[config.mk]
export PLATFORM = sky130hd
export DESIGN_NAME = reflet_exti
export DESIGN_NICKNAME = d
export VERILOG_FILES = /design/src/design/reflet_pkg.sv /design/src/design/reflet_exti.sv /design/src/design/reflet_int_router.sv /design/src/design/reflet_rw_register.sv /design/src/design/reflet_rwe_register.sv
export SDC_FILE = /design/constraint.sdc
export NUM_CORES = 1
export LEC_CHECK = 0
export BUFFER_PORTS_ARGS = -buffer_cell sky130_fd_sc_hd__buf_2
export CAP_MARGIN = 0
export CORE_MARGIN = 2
export CORE_UTILIZATION = 49
export DETAILED_ROUTE_END_ITERATION = 8
export GPL_ROUTABILITY_DRIVEN = 0
export GPL_TIMING_DRIVEN = 0
export PLACE_DENSITY = 0.9
export SLEW_MARGIN = 20
export SYNTH_ARGS = -nofsm -noshare
export SYNTH_HDL_FRONTEND = slang
export SYNTH_HIERARCHICAL = 1
export SYNTH_SLANG_ARGS = --single-unit
[constraint.sdc]
create_clock -name clk -period 3.4 [get_ports clk]
set_input_delay 0.68 -clock clk [delete_from_list [all_inputs] [get_ports clk]]
set_output_delay 0.68 -clock clk [all_outputs]
set_load 0.01 [all_outputs]
[src/design/reflet_pkg.sv]
`default_nettype none

package reflet_pkg;

    // width of one system bus data word
    localparam int DATA_W = 8;

    // peripheral interrupt sources: gpio, uart, timer, timer_2
    localparam int NUM_SRC = 4;

    // interrupt lines going into the cpu
    localparam int NUM_CPU_INT = 4;

    // register offset inside the exti window
    localparam int OFFSET_W = 2;

    // register map, relative to base_addr
    localparam logic [OFFSET_W-1:0] REG_ENABLE = 2'd0;
    localparam logic [OFFSET_W-1:0] REG_LEVEL  = 2'd1;
    localparam logic [OFFSET_W-1:0] REG_STATUS = 2'd2;

    // one bit per source, gpio in bit 0
    // shared by the raw pulses, the enable mask and the sticky status
    typedef struct packed {
        logic timer_2;
        logic timer;
        logic uart;
        logic gpio;
    } int_src_t;

    // 2-bit cpu line number per source, gpio in bits 1:0
    typedef struct packed {
        logic [1:0] timer_2_level;
        logic [1:0] timer_level;
        logic [1:0] uart_level;
        logic [1:0] gpio_level;
    } int_level_t;

    // what the bus presents in one cycle, besides enable and addr
    // address width depends on the top parameter so it travels on its own
    typedef struct packed {
        logic              write_en;
        logic [DATA_W-1:0] data_in;
    } bus_req_t;

endpackage

`default_nettype wire

[src/design/reflet_exti.sv]
`timescale 1ns/10ps
`default_nettype none

module reflet_exti #(
    parameter int base_addr_size = 16,
    parameter logic [base_addr_size-1:0] base_addr = 16'hFF0C
) (
    input  wire logic                              clk,
    input  wire logic                              rst,
    // chip-select strobe from the system bus
    input  wire logic                              enable,
    input  wire logic [base_addr_size-1:0]         addr,
    input  wire reflet_pkg::bus_req_t              req,
    // raw pulses from the peripherals
    input  wire reflet_pkg::int_src_t              int_in,
    output logic      [reflet_pkg::DATA_W-1:0]     data_out,
    output logic      [reflet_pkg::NUM_CPU_INT-1:0] cpu_int
);

    import reflet_pkg::*;

    // enable, level and status
    localparam int NUM_REGS = 3;

    logic [base_addr_size-1:0] addr_delta;
    logic                      in_window;
    logic                      sel;
    logic [OFFSET_W-1:0]       offset;

    logic [DATA_W-1:0]         dout_enable;
    logic [DATA_W-1:0]         dout_level;
    logic [DATA_W-1:0]         dout_status;

    int_src_t                  int_en;
    int_level_t                int_level;
    int_src_t                  status;

    // window decode
    // subtract first so base_addr + 2 near the top of the map cannot wrap
    assign addr_delta = addr - base_addr;
    assign in_window  = (addr >= base_addr) && (addr_delta < NUM_REGS);
    assign sel        = enable && in_window;
    assign offset     = addr_delta[OFFSET_W-1:0];

    // enable mask, one bit per source
    reflet_rw_register #(
        .reg_t         (int_src_t),
        .reg_addr      (REG_ENABLE),
        .default_value ('0)
    ) i_reg_enable (
        .clk      (clk),
        .rst      (rst),
        .sel      (sel),
        .offset   (offset),
        .req      (req),
        .data_out (dout_enable),
        .value    (int_en)
    );

    // level register, 2 bits of line number per source
    reflet_rw_register #(
        .reg_t         (int_level_t),
        .reg_addr      (REG_LEVEL),
        .default_value ('0)
    ) i_reg_level (
        .clk      (clk),
        .rst      (rst),
        .sel      (sel),
        .offset   (offset),
        .req      (req),
        .data_out (dout_level),
        .value    (int_level)
    );

    // sticky status
    // pulses set bits, software writes zeros to clear
    reflet_rwe_register #(
        .reg_addr      (REG_STATUS),
        .default_value ('0)
    ) i_reg_status (
        .clk      (clk),
        .rst      (rst),
        .sel      (sel),
        .offset   (offset),
        .req      (req),
        .set      (int_in),
        .data_out (dout_status),
        .value    (status)
    );

    // mask and route pending sources onto the cpu lines
    reflet_int_router i_router (
        .status    (status),
        .int_en    (int_en),
        .int_level (int_level),
        .cpu_int   (cpu_int)
    );

    // each slice is zero unless its register is addressed
    assign data_out = dout_enable | dout_level | dout_status;

endmodule

`default_nettype wire

[src/design/reflet_int_router.sv]
`timescale 1ns/10ps
`default_nettype none

module reflet_int_router (
    // latched pending sources
    input  wire reflet_pkg::int_src_t                  status,
    // software mask, 1 lets the source through
    input  wire reflet_pkg::int_src_t                  int_en,
    // cpu line chosen for each source
    input  wire reflet_pkg::int_level_t                int_level,
    output logic [reflet_pkg::NUM_CPU_INT-1:0]         cpu_int
);

    import reflet_pkg::*;

    logic [NUM_SRC-1:0]          active;
    logic [NUM_SRC-1:0][1:0]     level_vec;
    logic [NUM_CPU_INT-1:0]      line_sel [NUM_SRC];

    // pending and enabled
    assign active = status & int_en;

    // same source order as int_src_t, gpio at index 0
    assign level_vec = {
        int_level.timer_2_level,
        int_level.timer_level,
        int_level.uart_level,
        int_level.gpio_level
    };

    // per source: level decoded to one-hot, gated by active
    for (genvar i = 0; i < NUM_SRC; i++) begin : g_src
        assign line_sel[i] = active[i] ? (NUM_CPU_INT'(1) << level_vec[i]) : '0;
    end

    // several sources may share one line
    always_comb begin
        cpu_int = '0;
        for (int i = 0; i < NUM_SRC; i++) begin
            cpu_int = cpu_int | line_sel[i];
        end
    end

endmodule

`default_nettype wire

[src/design/reflet_rw_register.sv]
`timescale 1ns/10ps
`default_nettype none

module reflet_rw_register #(
    parameter type reg_t = reflet_pkg::int_src_t,
    parameter logic [reflet_pkg::OFFSET_W-1:0] reg_addr = reflet_pkg::REG_ENABLE,
    parameter reg_t default_value = '0
) (
    input  wire logic                              clk,
    input  wire logic                              rst,
    // high while the access falls inside the exti window
    input  wire logic                              sel,
    input  wire logic [reflet_pkg::OFFSET_W-1:0]   offset,
    input  wire reflet_pkg::bus_req_t              req,
    output logic      [reflet_pkg::DATA_W-1:0]     data_out,
    output reg_t                                   value
);

    import reflet_pkg::*;

    // payload width, at most one bus word
    localparam int PAY_W = $bits(reg_t);

    logic hit;
    logic wr_hit;

    // this register is the one being addressed
    assign hit    = sel && (offset == reg_addr);
    assign wr_hit = hit && req.write_en;

    // only the low PAY_W bits of the bus word land in the payload
    always_ff @(posedge clk) begin
        if (rst) begin
            value <= default_value;
        end else if (wr_hit) begin
            value <= reg_t'(req.data_in[PAY_W-1:0]);
        end
    end

    // combinational read
    // unused upper bits and unaddressed cycles give zero so the top can OR slices
    always_comb begin
        data_out = '0;
        if (hit) begin
            data_out[PAY_W-1:0] = value;
        end
    end

endmodule

`default_nettype wire

[src/design/reflet_rwe_register.sv]
`timescale 1ns/10ps
`default_nettype none

module reflet_rwe_register #(
    parameter logic [reflet_pkg::OFFSET_W-1:0] reg_addr = reflet_pkg::REG_STATUS,
    parameter reflet_pkg::int_src_t default_value = '0
) (
    input  wire logic                              clk,
    input  wire logic                              rst,
    input  wire logic                              sel,
    input  wire logic [reflet_pkg::OFFSET_W-1:0]   offset,
    input  wire reflet_pkg::bus_req_t              req,
    // hardware set request, one bit per source
    input  wire reflet_pkg::int_src_t              set,
    output logic      [reflet_pkg::DATA_W-1:0]     data_out,
    output reflet_pkg::int_src_t                   value
);

    import reflet_pkg::*;

    logic hit;
    logic wr_hit;
    logic set_any;

    assign hit     = sel && (offset == reg_addr);
    assign wr_hit  = hit && req.write_en;
    // any pending pulse overrides the bus
    assign set_any = |set;

    always_ff @(posedge clk) begin
        if (rst) begin
            value <= default_value;
        end else if (set_any) begin
            // sticky: bits only accumulate here
            // a bus write in the same cycle is dropped
            value <= int_src_t'(value | set);
        end else if (wr_hit) begin
            // software clears bits by writing zeros
            value <= int_src_t'(req.data_in[NUM_SRC-1:0]);
        end
    end

    // read path
    // bits above NUM_SRC stay at zero
    always_comb begin
        data_out = '0;
        if (hit) begin
            data_out[NUM_SRC-1:0] = value;
        end
    end

endmodule

`default_nettype wire

# Word-level counts from Yosys, hierarchy flattened
# Index checks and enable logic that the tools add are counted.
[op_classes]
n_addsub = 1
magnitude_cmp = 2
n_eq_ne = 2
shift = 4
mux = 9
bitwise = 7
n_reduce_logical = 11
[op_table]
columns = ["op", "count"]
rows = [
  ["two-way mux 4 bit", 8],
  [">= comparator 16 bit (second input constant)", 1],
  ["less-than comparator 16 x 2 -> 1 bit (second input constant)", 1],
  ["OR 4 bit", 4],
  ["<< shifter 1 x 2 -> 4 bit (first input constant)", 4],
  ["subtractor 16 bit (second input constant)", 1],
  ["logical AND 1 bit", 8],
  ["two-way mux 8 bit", 1],
  ["OR 4 x 8 -> 8 bit", 1],
  ["OR 8 x 4 -> 8 bit", 1],
  ["AND 4 bit", 1],
  ["OR reduction 4 bit", 1],
  ["equality test 2 x 1 -> 1 bit (second input constant)", 1],
  ["equality test 2 bit (second input constant)", 1],
  ["logical NOT 2 bit", 1],
  ["nonzero test 2 bit", 1],
]
[totals]
register_bits = 16
input_bits = 32
out_inout_bits = 12
elab_cells = 48

# Depth between registers and ports, before layout
# Gate-level depths: netlist of run 1.
[logic_depth]
word_depth = 8
depth_mapped = 7
depth_no_buf = 6

# Hierarchy
# Netlist of run 1, hierarchy kept.
[by_module_without_submodules]
columns = ["module", "instances", "cells_per_inst", "area_each_um2", "seq_area_each_um2"]
rows = [
  ["reflet_rw_register at i_reg_level", 1, 44, 425.4, 160.2],
  ["reflet_rwe_register", 1, 33, 287.8, 80.1],
  ["reflet_rw_register at i_reg_enable", 1, 28, 250.2, 80.1],
  ["reflet_int_router", 1, 20, 163.9, 0.0],
  ["reflet_exti", 1, 13, 97.6, 0.0],
]

# Worst setup path after synthesis of run 1
# No wires, ideal clock.
[synth_timing]
path_kind = "input -> output"
from = "in addr[6]"
to = "out data_out[3] (netlist name)"
arrival_time_ps = 2267
path_slack_ps = 453
path_stages = 7
cell_sequence = "or4_4 -> a2111oi_2 -> and4_1 -> and3b_4 -> buf_6 -> and2_2 -> or3_1"
[synth_lines]
columns = ["element", "line_no", "text"]
rows = [
  ["start: declaration", "reflet_exti.sv:12", "input wire logic [base_addr_size-1:0] addr,"],
  ["subtractor 16 bit", "reflet_exti.sv:40", "assign addr_delta = addr - base_addr;"],
  ["less-than comparator 16 x 2 -> 1 bit", "reflet_exti.sv:41", "assign in_window = (addr >= base_addr) && (addr_delta < NUM_REGS);"],
  ["logical AND 1 bit (*)", "reflet_exti.sv:41", ""],
  ["logical AND 1 bit (*)", "reflet_exti.sv:42", "assign sel = enable && in_window;"],
  ["via sel", "reflet_exti.sv:27", "logic sel;"],
  ["logical AND 1 bit (*)", "reflet_rwe_register.sv:25", "assign hit = sel && (offset == reg_addr);"],
  ["two-way mux 4 bit (*)", "reflet_rwe_register.sv:47", "if (hit) begin"],
  ["via dout_status[3]", "reflet_exti.sv:32", "logic [DATA_W-1:0] dout_status;"],
  ["OR 8 x 4 -> 8 bit (*)", "reflet_exti.sv:100", "assign data_out = dout_enable | dout_level | dout_status;"],
  ["end: declaration", "reflet_exti.sv:16", "output logic [reflet_pkg::DATA_W-1:0] data_out,"],
]
# Mark *: on every way through the listed nets, which the timed path passes. The rest lies on a longest branch.

# Worst setup path in the final report of run 1
[layout_timing]
from = "in addr[6]"
to = "out data_out[2] (netlist name)"
# Same word-level chain as after synthesis.

==> impl_metrics.ini, run 1 <==
[outcome]
status = finished clean

[layout]
layout-drive-gt1-share = 0.366
diodes = 0
multi_input_area_um2 = 833
regArea_um2 = 320
syn_to_final_growth_pct = 25.4
fill_cells = 213
fin_nets = 224

[die]
die_area_um2 = 2920
die_h_um = 54
die_w_um = 54
core_area_um2 = 2430
row_count = 18
initial_utilization = 0.504
io_pins = 44

[yosys]
synth_cells = 138
async_reset_ff_frac = 0
yosysMostFrequentCell = nand2b_1
synth_ff_type = dfxtp_1
syn_area_um2 = 1220
netlist.area_leader.share = 0.261
ys_seq_area_frac = 0.261
synth_edf_count = 0
yosysTopAreaCell = dfxtp_1
ys_ff_latch = 16
yosysWarnings = 6
ys_top_cells_by_count = nand2b_1 (24), dfxtp_1 (16), nand4_1 (13)
synth.area.top_cells = dfxtp_1 (26%), nand2b_1 (12%), mux2i_1 (9.8%), nand4_1 (6.6%), nand4b_1 (5.7%)
yosys.cell_types.count = 28
syn_area_per_cell_um2 = 8.88

[routing]
drt-initial-drc-count = 30
totalWireLength_um = 3000
drcViolationCount = 0
route.vias.total = 1219
postRouteAntennaNets = 0
wl_per_cell_um = 13.6
vias_per_cell = 5.52
first_pass_iters = 4

[cts]
cts_max_level = 1
hold_buffers = 0
clockRootBuffer = clkbuf_4
cts-buffers-inserted = 3
cts.sinks = 16
clock_latency_ps = 290
cts_resized = 0
cts_setup_buffers = 0
clkTransAtPathRegs_ps = 90
tritoncts = built
clockBufferDepth = 2

[timing]
fmax_mhz = 307
rsz0062_at_grt = no
skew_ps = 0
hold_viol = 0
fin_crit_ps = 3260
slew_viol_final = 0
setup_tns_ps = 0
setup_viol = 0
fin_crit_sh = 0.959
layout_setup_ws_ps = 141

[global_routing]
globalRouteOverflowTotal = 0
antenna_found_initial = 0
grt_first_pass_wirelength_um = 4890
grt_pass1_vias = 1189
grt.total_usage = 0.227
grt_max_degree = 20

[place]
dpl_worst_slack_ps = 159
io_buffers = 43
dp_hpwl_um = 2380

[run]
drv_cap = 0

[setup_path]
end_kind = output port
crit_top_cell = buf_2
cpPeakStageDelay_ps = 520
crit_arrival_ps = 2580
crit_type = in2out
critPathRequiredTime_ps = 2720
start_kind = input port
cp_cell_sequence = buf_2 > or4_4 > a2111oi_2 > and4_1 > and3b_4 > buf_6 > and2_2 > or3_1 > buf_2
worst_path_max_delay_cell = or4_4
crit_fanout = 10

[power]
vdd_drop_max_mv = 0.285
powerDensity_nw_per_um2 = 249
leakagePower_nw = 0.687

[worst_hold_path]
hp-class = reg2reg
[power by group]
part / internal (W) / switching [W] / total (W) / leakage (nW)
Sequential: 0.000191 / 0.00000562 / 0.000196 / 0.130
Clock: 0.0000653 / 0.0000613 / 0.000127 / 0.0210
Combinational: 0.0000343 / 0.0000251 / 0.0000594 / 0.536
[cells in the final DEF (no fill, tap or decap), drive strengths merged]
master and count:
a2111oi 1, a21oi 4, a31o 4, and2 12
and3 4, and3b 2, and4 1, and4b 1
and4bb 1, buf 54, clkbuf 5, conb 8
dfxtp 16, mux2i 12, nand2b 24, nand4 13
nand4b 8, nor2 6, nor3b 1, nor4bb 4
or3 8, or4 2
[metal layers]
metal,vias up,share of wire,track usage
met4,0,0.016,0.117
met3,6,0.030,0.0194
met1,578,0.43,0.267
met5,-,0,0
li1,607,-,-
met2,28,0.52,0.409
[through the flow]
stage | hold slack (ps) | std cells | utilization | total power (W) | instance area (um^2)
2_1_floorplan | 486 | 144 | - | 0.000228 | 1250
3_3_place_gp | 520 | 217 | 0.617 | 0.000257 | 1500
3_5_place_dp | 532 | 217 | 0.617 | 0.000259 | 1500
4_1_cts | 544 | 221 | 0.632 | 0.000385 | 1540
5_1_grt | 573 | 221 | 0.632 | 0.000400 | 1540
6_report | 548 | 221 | 0.632 | 0.000382 | 1540
[layout make-up]
class | instances | share of cell area
Multi-Input combinational cell | 116 | 0.542
Sequential cell | 16 | 0.208
Timing Repair Buffer | 43 | 0.140
Buffer | 12 | 0.0611
Tap cell | 30 | 0.0244
Clock buffer | 4 | 0.0236
[worst paths after layout]
kind | slack [ps] | endpoint | cells after the start | startpoint
max | 140 | data_out[2] | 9 | addr[6]
min | 550 | i_reg_enable/value[1]$_SDFFE_PP0P_ | 2 | i_reg_enable/value[1]$_SDFFE_PP0P_
max reg2reg | 2480 | i_reg_status/value[0]$_SDFFE_PP0P_ | 3 | i_reg_status/value[0]$_SDFFE_PP0P_
min reg2reg | 550 | i_reg_enable/value[1]$_SDFFE_PP0P_ | 2 | i_reg_enable/value[1]$_SDFFE_PP0P_
[registers in the layout, summed over array words and instances, names as in the netlist]
| signal | count |
|---|---|
| i_reg_enable/value | 4 |
| i_reg_level/value | 8 |
| i_reg_status/value | 4 |
[worst max-delay path: cells and delay by family]
kind                   cells  cell delay (ps)
AO/OA/AOI/OAI              1              190
buffers and inverters      3              340
AND/OR/NAND/NOR            5             1370
[cells by family (layout without fill, tap and decap cells)]
| logic type | after synthesis | count (layout) | share of synthesized area |
|---|---|---|---|
| AND/OR/NAND/NOR | 87 | 87 | 0.501 |
| flip-flops | 16 | 16 | 0.261 |
| multiplexers | 12 | 12 | 0.0981 |
| buffers and inverters | 12 | 59 | 0.0766 |
| AO/OA/AOI/OAI | 9 | 9 | 0.0572 |
| other | 2 | 8 | 0.00613 |
(Power assumes the default switching activity.)
==> inputs of run 2 (changes only) <==
Settings changed: CORE_UTILIZATION 49 to 46, PLACE_DENSITY 0.9 to 0.89, SYNTH_HIERARCHICAL 1 to default.
==> impl_metrics.ini, run 2 <==
[setup_path]
crit_top_cell = buf_2
start_kind = input port
r2r_cells = 2
cp_top_family = simple AND/OR/NAND/NOR gates
worst_path_max_delay_cell = or4_4
cp_cell_sequence = buf_2 > or4b_4 > or4_4 > nor2_1 > and2_1 > buf_2
crit_arrival_ps = 2390
reg2reg_to = i_reg_level.value[2]$_SDFFE_PP0P_
cpPeakStageDelay_ps = 580
crit_type = in2out
crit_buf_inv = 2
reg2reg_slack_ps = 2620
critPathRequiredTime_ps = 2720
end_kind = output port
crit_fanout = 5
worstReg2RegStart = i_reg_level.value[2]$_SDFFE_PP0P_

[timing]
fmax_mhz = 325
rsz0062_at_grt = no
setup_viol = 0
fin_crit_sh = 0.904
setup_tns_ps = 0
skew_ps = 0
hold_viol = 0
slew-limit-headroom = 0.682
fin_crit_ps = 3070
layout_setup_ws_ps = 327
slew_viol_final = 0
worstMarginPinSlew_ps = 478

[power]
totalPowerFinal_w = 0.000373
p_comb_frac = 0.126
vdd_drop_max_mv = 0.246
internal_power_w = 0.000278
powerDensity_nw_per_um2 = 288
pwr-share-seq = 0.524
pwr-share-clk = 0.349
switching_power_w = 0.0000947
leakagePower_nw = 0.550
p_sw_frac = 0.254

[place]
dpl.cell_count = 204
io_buffers = 41
placedInstanceArea_um2 = 1260
dpl_worst_slack_ps = 333
dp_hpwl_um = 2280

[layout]
syn_to_final_growth_pct = 27.1
final_area_um2 = 1300
top_register = i_reg_level.value
largest_reg_flops = 8
multi_input_area_um2 = 661
final_cell_mix = buf_2 (42), a21oi_1 (16), dfxtp_1 (16), nor2_1 (15), nand3_1 (14)
fill_cells = 189
diodes = 0
largestRegisters = i_reg_level.value (8), i_reg_enable.value (4), i_reg_status.value (4)
final_common_cell = buf_2
regArea_um2 = 320
stdcell_count = 208
fin_nets = 213
layout-drive-gt1-share = 0.294

[routing]
vias_per_cell = 5.82
drt-initial-drc-count = 81
postRouteAntennaNets = 0
route.vias.total = 1211
first_pass_iters = 4
wl_per_cell_um = 14.1
totalWireLength_um = 2940
drcViolationCount = 0

[cts]
cts.sinks = 16
clock_latency_ps = 290
cts-buffers-inserted = 3
clkTransAtPathRegs_ps = 100
cts_max_level = 1
hold_buffers = 0
clockRootBuffer = clkbuf_4
tritoncts = built
cts_setup_buffers = 0
cts_resized = 0
clockBufferDepth = 2

[die]
core_area_um2 = 2150
initial_utilization = 0.475
io_pins = 44
row_count = 17
die_w_um = 51.1
die_h_um = 51.1
die_area_um2 = 2610

[global_routing]
antenna_found_initial = 0
grt_max_degree = 11
grt_first_pass_wirelength_um = 4640
grt.total_usage = 0.234
globalRouteOverflowTotal = 0
grt_pass1_vias = 1106

[yosys]
ys_ff_latch = 16
yosysWarnings = 0
synth_edf_count = 0
synth_ff_type = dfxtp_1
ys_seq_area_frac = 0.314
netlist.area_leader.share = 0.314
synth.area.top_cells = dfxtp_1 (31%), a21oi_1 (7.8%), mux2i_1 (7.8%), nand3_1 (6.9%), nor2_1 (5.5%)
yosysTopAreaCell = dfxtp_1
syn_area_per_cell_um2 = 7.56
ys_top_cells_by_count = a21oi_1 (16), dfxtp_1 (16), nor2_1 (15)
yosys.cell_types.count = 31
syn_area_um2 = 1020
syn_nets = 167
async_reset_ff_frac = 0
synth_cells = 135

[run]
drv_cap = 0

[outcome]
status = finished clean

[worst_hold_path]
hp-class = reg2reg
hold_depth = 2
worstHoldStart = i_reg_enable.value[3]$_SDFFE_PP0P_
whs_endpoint = i_reg_enable.value[3]$_SDFFE_PP0P_
-- run 2: changes by cell type in the layout (fill, tap and decap cells not counted), sizes merged, moves of 5 or more --
cell    before  now
nor2         6   15
and2        12    4
clkbuf       5   10
o21ai        0   12
nand2        0    5
nand3        0   14
nand2b      24    5
nand4b       8    1
conb         8    0
buf         54   43
nand4       13    7
a21oi        4   16
or3          8    0
-- run 2: power by group through the flow --
stage	logic (W)	clock network [W]	registers, W
floorplan	0.0000225	0	0.000198
global placement	0.0000441	0	0.000199
detailed placement	0.0000464	0	0.000200
CTS	0.0000468	0.000130	0.000195
global route	0.0000520	0.000136	0.000196
finish	0.0000471	0.000130	0.000196
-- run 2: worst max path at each step --
stage            start           to  slack, ps  cells after the start
2_1_floorplan  addr[6]  data_out[4]        600                      4
3_3_place_gp   addr[6]  data_out[4]        380                      6
3_5_place_dp   addr[6]  data_out[4]        330                      6
4_1_cts        addr[6]  data_out[4]        330                      6
5_1_grt        addr[6]  data_out[4]        280                      6
6_report       addr[6]  data_out[6]        330                      6
-- run 2: final cells by class --
cell class | instances | share of cell area
clock buffer | 4 | 0.0280
sequential | 16 | 0.247
timing repair buffer | 41 | 0.158
multi-input combinational | 111 | 0.509
tap | 28 | 0.0270
buffer | 8 | 0.0309
-- run 2: cells by family (layout without fill, tap and decap cells) --
| group | after synthesis | in the layout | synth area share |
|---|---|---|---|
| buf+inv | 8 | 53 | 0.0392 |
| mux | 8 | 8 | 0.0784 |
| simple gates | 67 | 67 | 0.373 |
| flops | 16 | 16 | 0.314 |
| compound gates | 36 | 36 | 0.196 |
-- run 2: per-layer routing --
layer | routed length [um] | vias to the layer above | global-route usage
met1 | 1230 | 545 | 0.267
met4 | 99 | 0 | 0.131
li1 | - | 590 | -
met2 | 1450 | 63 | 0.422
met3 | 159 | 13 | 0.0234
met5 | 0 | - | 0
-- run 2: per-stage QoR --
stage	utilization	hold slack, ps
2_1_floorplan	-	476
3_3_place_gp	0.587	499
3_5_place_dp	0.587	508
4_1_cts	0.604	521
5_1_grt	0.604	558
6_report	0.604	535
-- run 2: tightest hold or removal path, stage by stage (launching register included) --
cell and delay [ps]:
dfxtp_1 350, o21ai_0 90, a21oi_1 60
==> inputs of run 3 (changes only) <==
==> constraint.sdc (replaced) <==
create_clock -name clk -period 3.4 [get_ports clk]
set_input_delay 1.02 -clock clk [delete_from_list [all_inputs] [get_ports clk]]
set_output_delay 1.02 -clock clk [all_outputs]
set_load 0.01 [all_outputs]
==> impl_metrics.ini, run 3 (synthesis gave the netlist of run 2 again) <==
[outcome]
status = complete, but fails checks
violations = negative setup slack

[setup_path]
worstSetupStartpoint = addr[4]
crit_type = in2out
crit_top_cell = buf_6
cpPeakStageDelay_ps = 520
crit_fanout = 4
worst_path_max_delay_cell = or4b_4
end_kind = output port
critPathRequiredTime_ps = 2380
crit_arrival_ps = 2510
start_kind = input port
cp_cell_sequence = buf_6 > or4b_4 > or4_4 > nor2_4 > and2_4 > buf_6
worstReg2RegStart = i_reg_level.value[1]$_SDFFE_PP0P_
r2r_cells = 2

[place]
dpl.cell_count = 204
io_buffers = 41
dp_hpwl_um = 2230

[routing]
wl_met1_um = 1210
wl_per_cell_um = 13.8
dr_wl_met2_um = 1400
wl_met3_um = 204
route.vias.total = 1209
drt-initial-drc-count = 31
first_pass_iters = 4
drcViolationCount = 0
postRouteAntennaNets = 0
vias_per_cell = 5.78
totalWireLength_um = 2880
dr.max_layer_used = met4

[layout]
final_cell_mix = buf_2 (36), a21oi_1 (16), dfxtp_1 (16), nand3_1 (14), nor2_1 (12)
fin_nets = 215
top_register = i_reg_level.value
largestRegisters = i_reg_level.value (8), i_reg_enable.value (4), i_reg_status.value (4)
layout-drive-gt1-share = 0.343
stdcell_count = 209
final_common_cell = buf_2
fill_cells = 184
diodes = 0
syn_to_final_growth_pct = 34.1
largest_reg_flops = 8

[timing]
slew-limit-headroom = 0.701
worstMarginPinSlew_ps = 449
fmax_mhz = 284
slew_viol_final = 0
rsz0062_at_grt = yes
fin_crit_ps = 3530
fin_crit_sh = 1.04
skew_ps = 0
setup_viol = 7
layout_setup_ws_ps = -126
hold_viol = 0

[worst_hold_path]
worstHoldStart = i_reg_enable.value[3]$_SDFFE_PP0P_
hp-class = reg2reg
hold_depth = 2

[die]
die_area_um2 = 2610
row_count = 17
die_w_um = 51.1
initial_utilization = 0.475
die_h_um = 51.1
io_pins = 44
core_area_um2 = 2150

[global_routing]
grt_first_pass_wirelength_um = 4980
grt_pass1_vias = 1140
grt.total_usage = 0.249
globalRouteOverflowTotal = 0
grt_max_degree = 11
antenna_found_initial = 0

[cts]
cts.sinks = 16
clockBufferDepth = 2
cts-buffers-inserted = 3
clockRootBuffer = clkbuf_4
cts_max_level = 1
hold_buffers = 0
clkTransAtPathRegs_ps = 90
clock_latency_ps = 290
tritoncts = built

[power]
totalPowerFinal_w = 0.000348
leakagePower_nw = 0.567
vdd_drop_max_mv = 0.246
powerDensity_nw_per_um2 = 254

[run]
drv_cap = 0
==> run 3: cell types whose count changed in the layout (fill, tap and decap cells not counted), moves of 2 or more <==
cell and delta:
nor2_4 +2, nor2_1 -3, buf_6 +7, and2_1 -4, and2_4 +4, buf_2 -6
==> run 3: worst paths after layout <==
kind	endpoint	slack [ps]
setup / recovery	data_out[5]	-130
hold / removal	i_reg_enable.value[3]$_SDFFE_PP0P_	530
setup reg to reg	i_reg_level.value[1]$_SDFFE_PP0P_	2650
hold reg to reg	i_reg_enable.value[3]$_SDFFE_PP0P_	530
==> run 3: cell type report <==
cell class | instances | area, um^2 | share of cell area
multi-input combinational | 111 | 688 | 0.503
sequential | 16 | 320 | 0.234
timing repair buffer | 43 | 262 | 0.191
buffer | 8 | 41.3 | 0.0302
tap | 28 | 35.0 | 0.0256
clock buffer | 3 | 22.5 | 0.0165
==> run 3: power breakdown <==
part	internal, W	switching, W
Combinational	0.0000236	0.0000258
Sequential	0.000191	0.00000454
Clock	0.0000413	0.0000616
==> run 3: critical path: cells and delay by family <==
family	cells	cell delay, ps
buffers and inverters	2	180
and+or+nand+nor	4	1310
==> run 3: timing repair <==
item	CTS	global route
setup buffers	2	0
setup endpoints to repair	8	8
resized for setup	6	6
hold endpoints to repair	0	0
pin swaps	6	2
==> run 3: routing by layer <==
metal / track usage / vias up
met5: 0 / -
met4: 0.108 / 0
met3: 0.0322 / 11
met2: 0.418 / 61
met1: 0.319 / 536
li1: - / 601
==> run 3: metrics by stage <==
step	setup slack (ps)	setup TNS [ps]	cell area, um^2	hold WS [ps]	utilization
final	-126	-741	1370	531	0.637
after global routing	-164	-965	1370	561	0.637
after CTS	-202	-1410	1350	523	0.629
after detailed placement	-208	-968	1280	513	0.595
after global placement	-187	-852	1280	500	0.595
after floorplan	44.5	0	1040	476	-
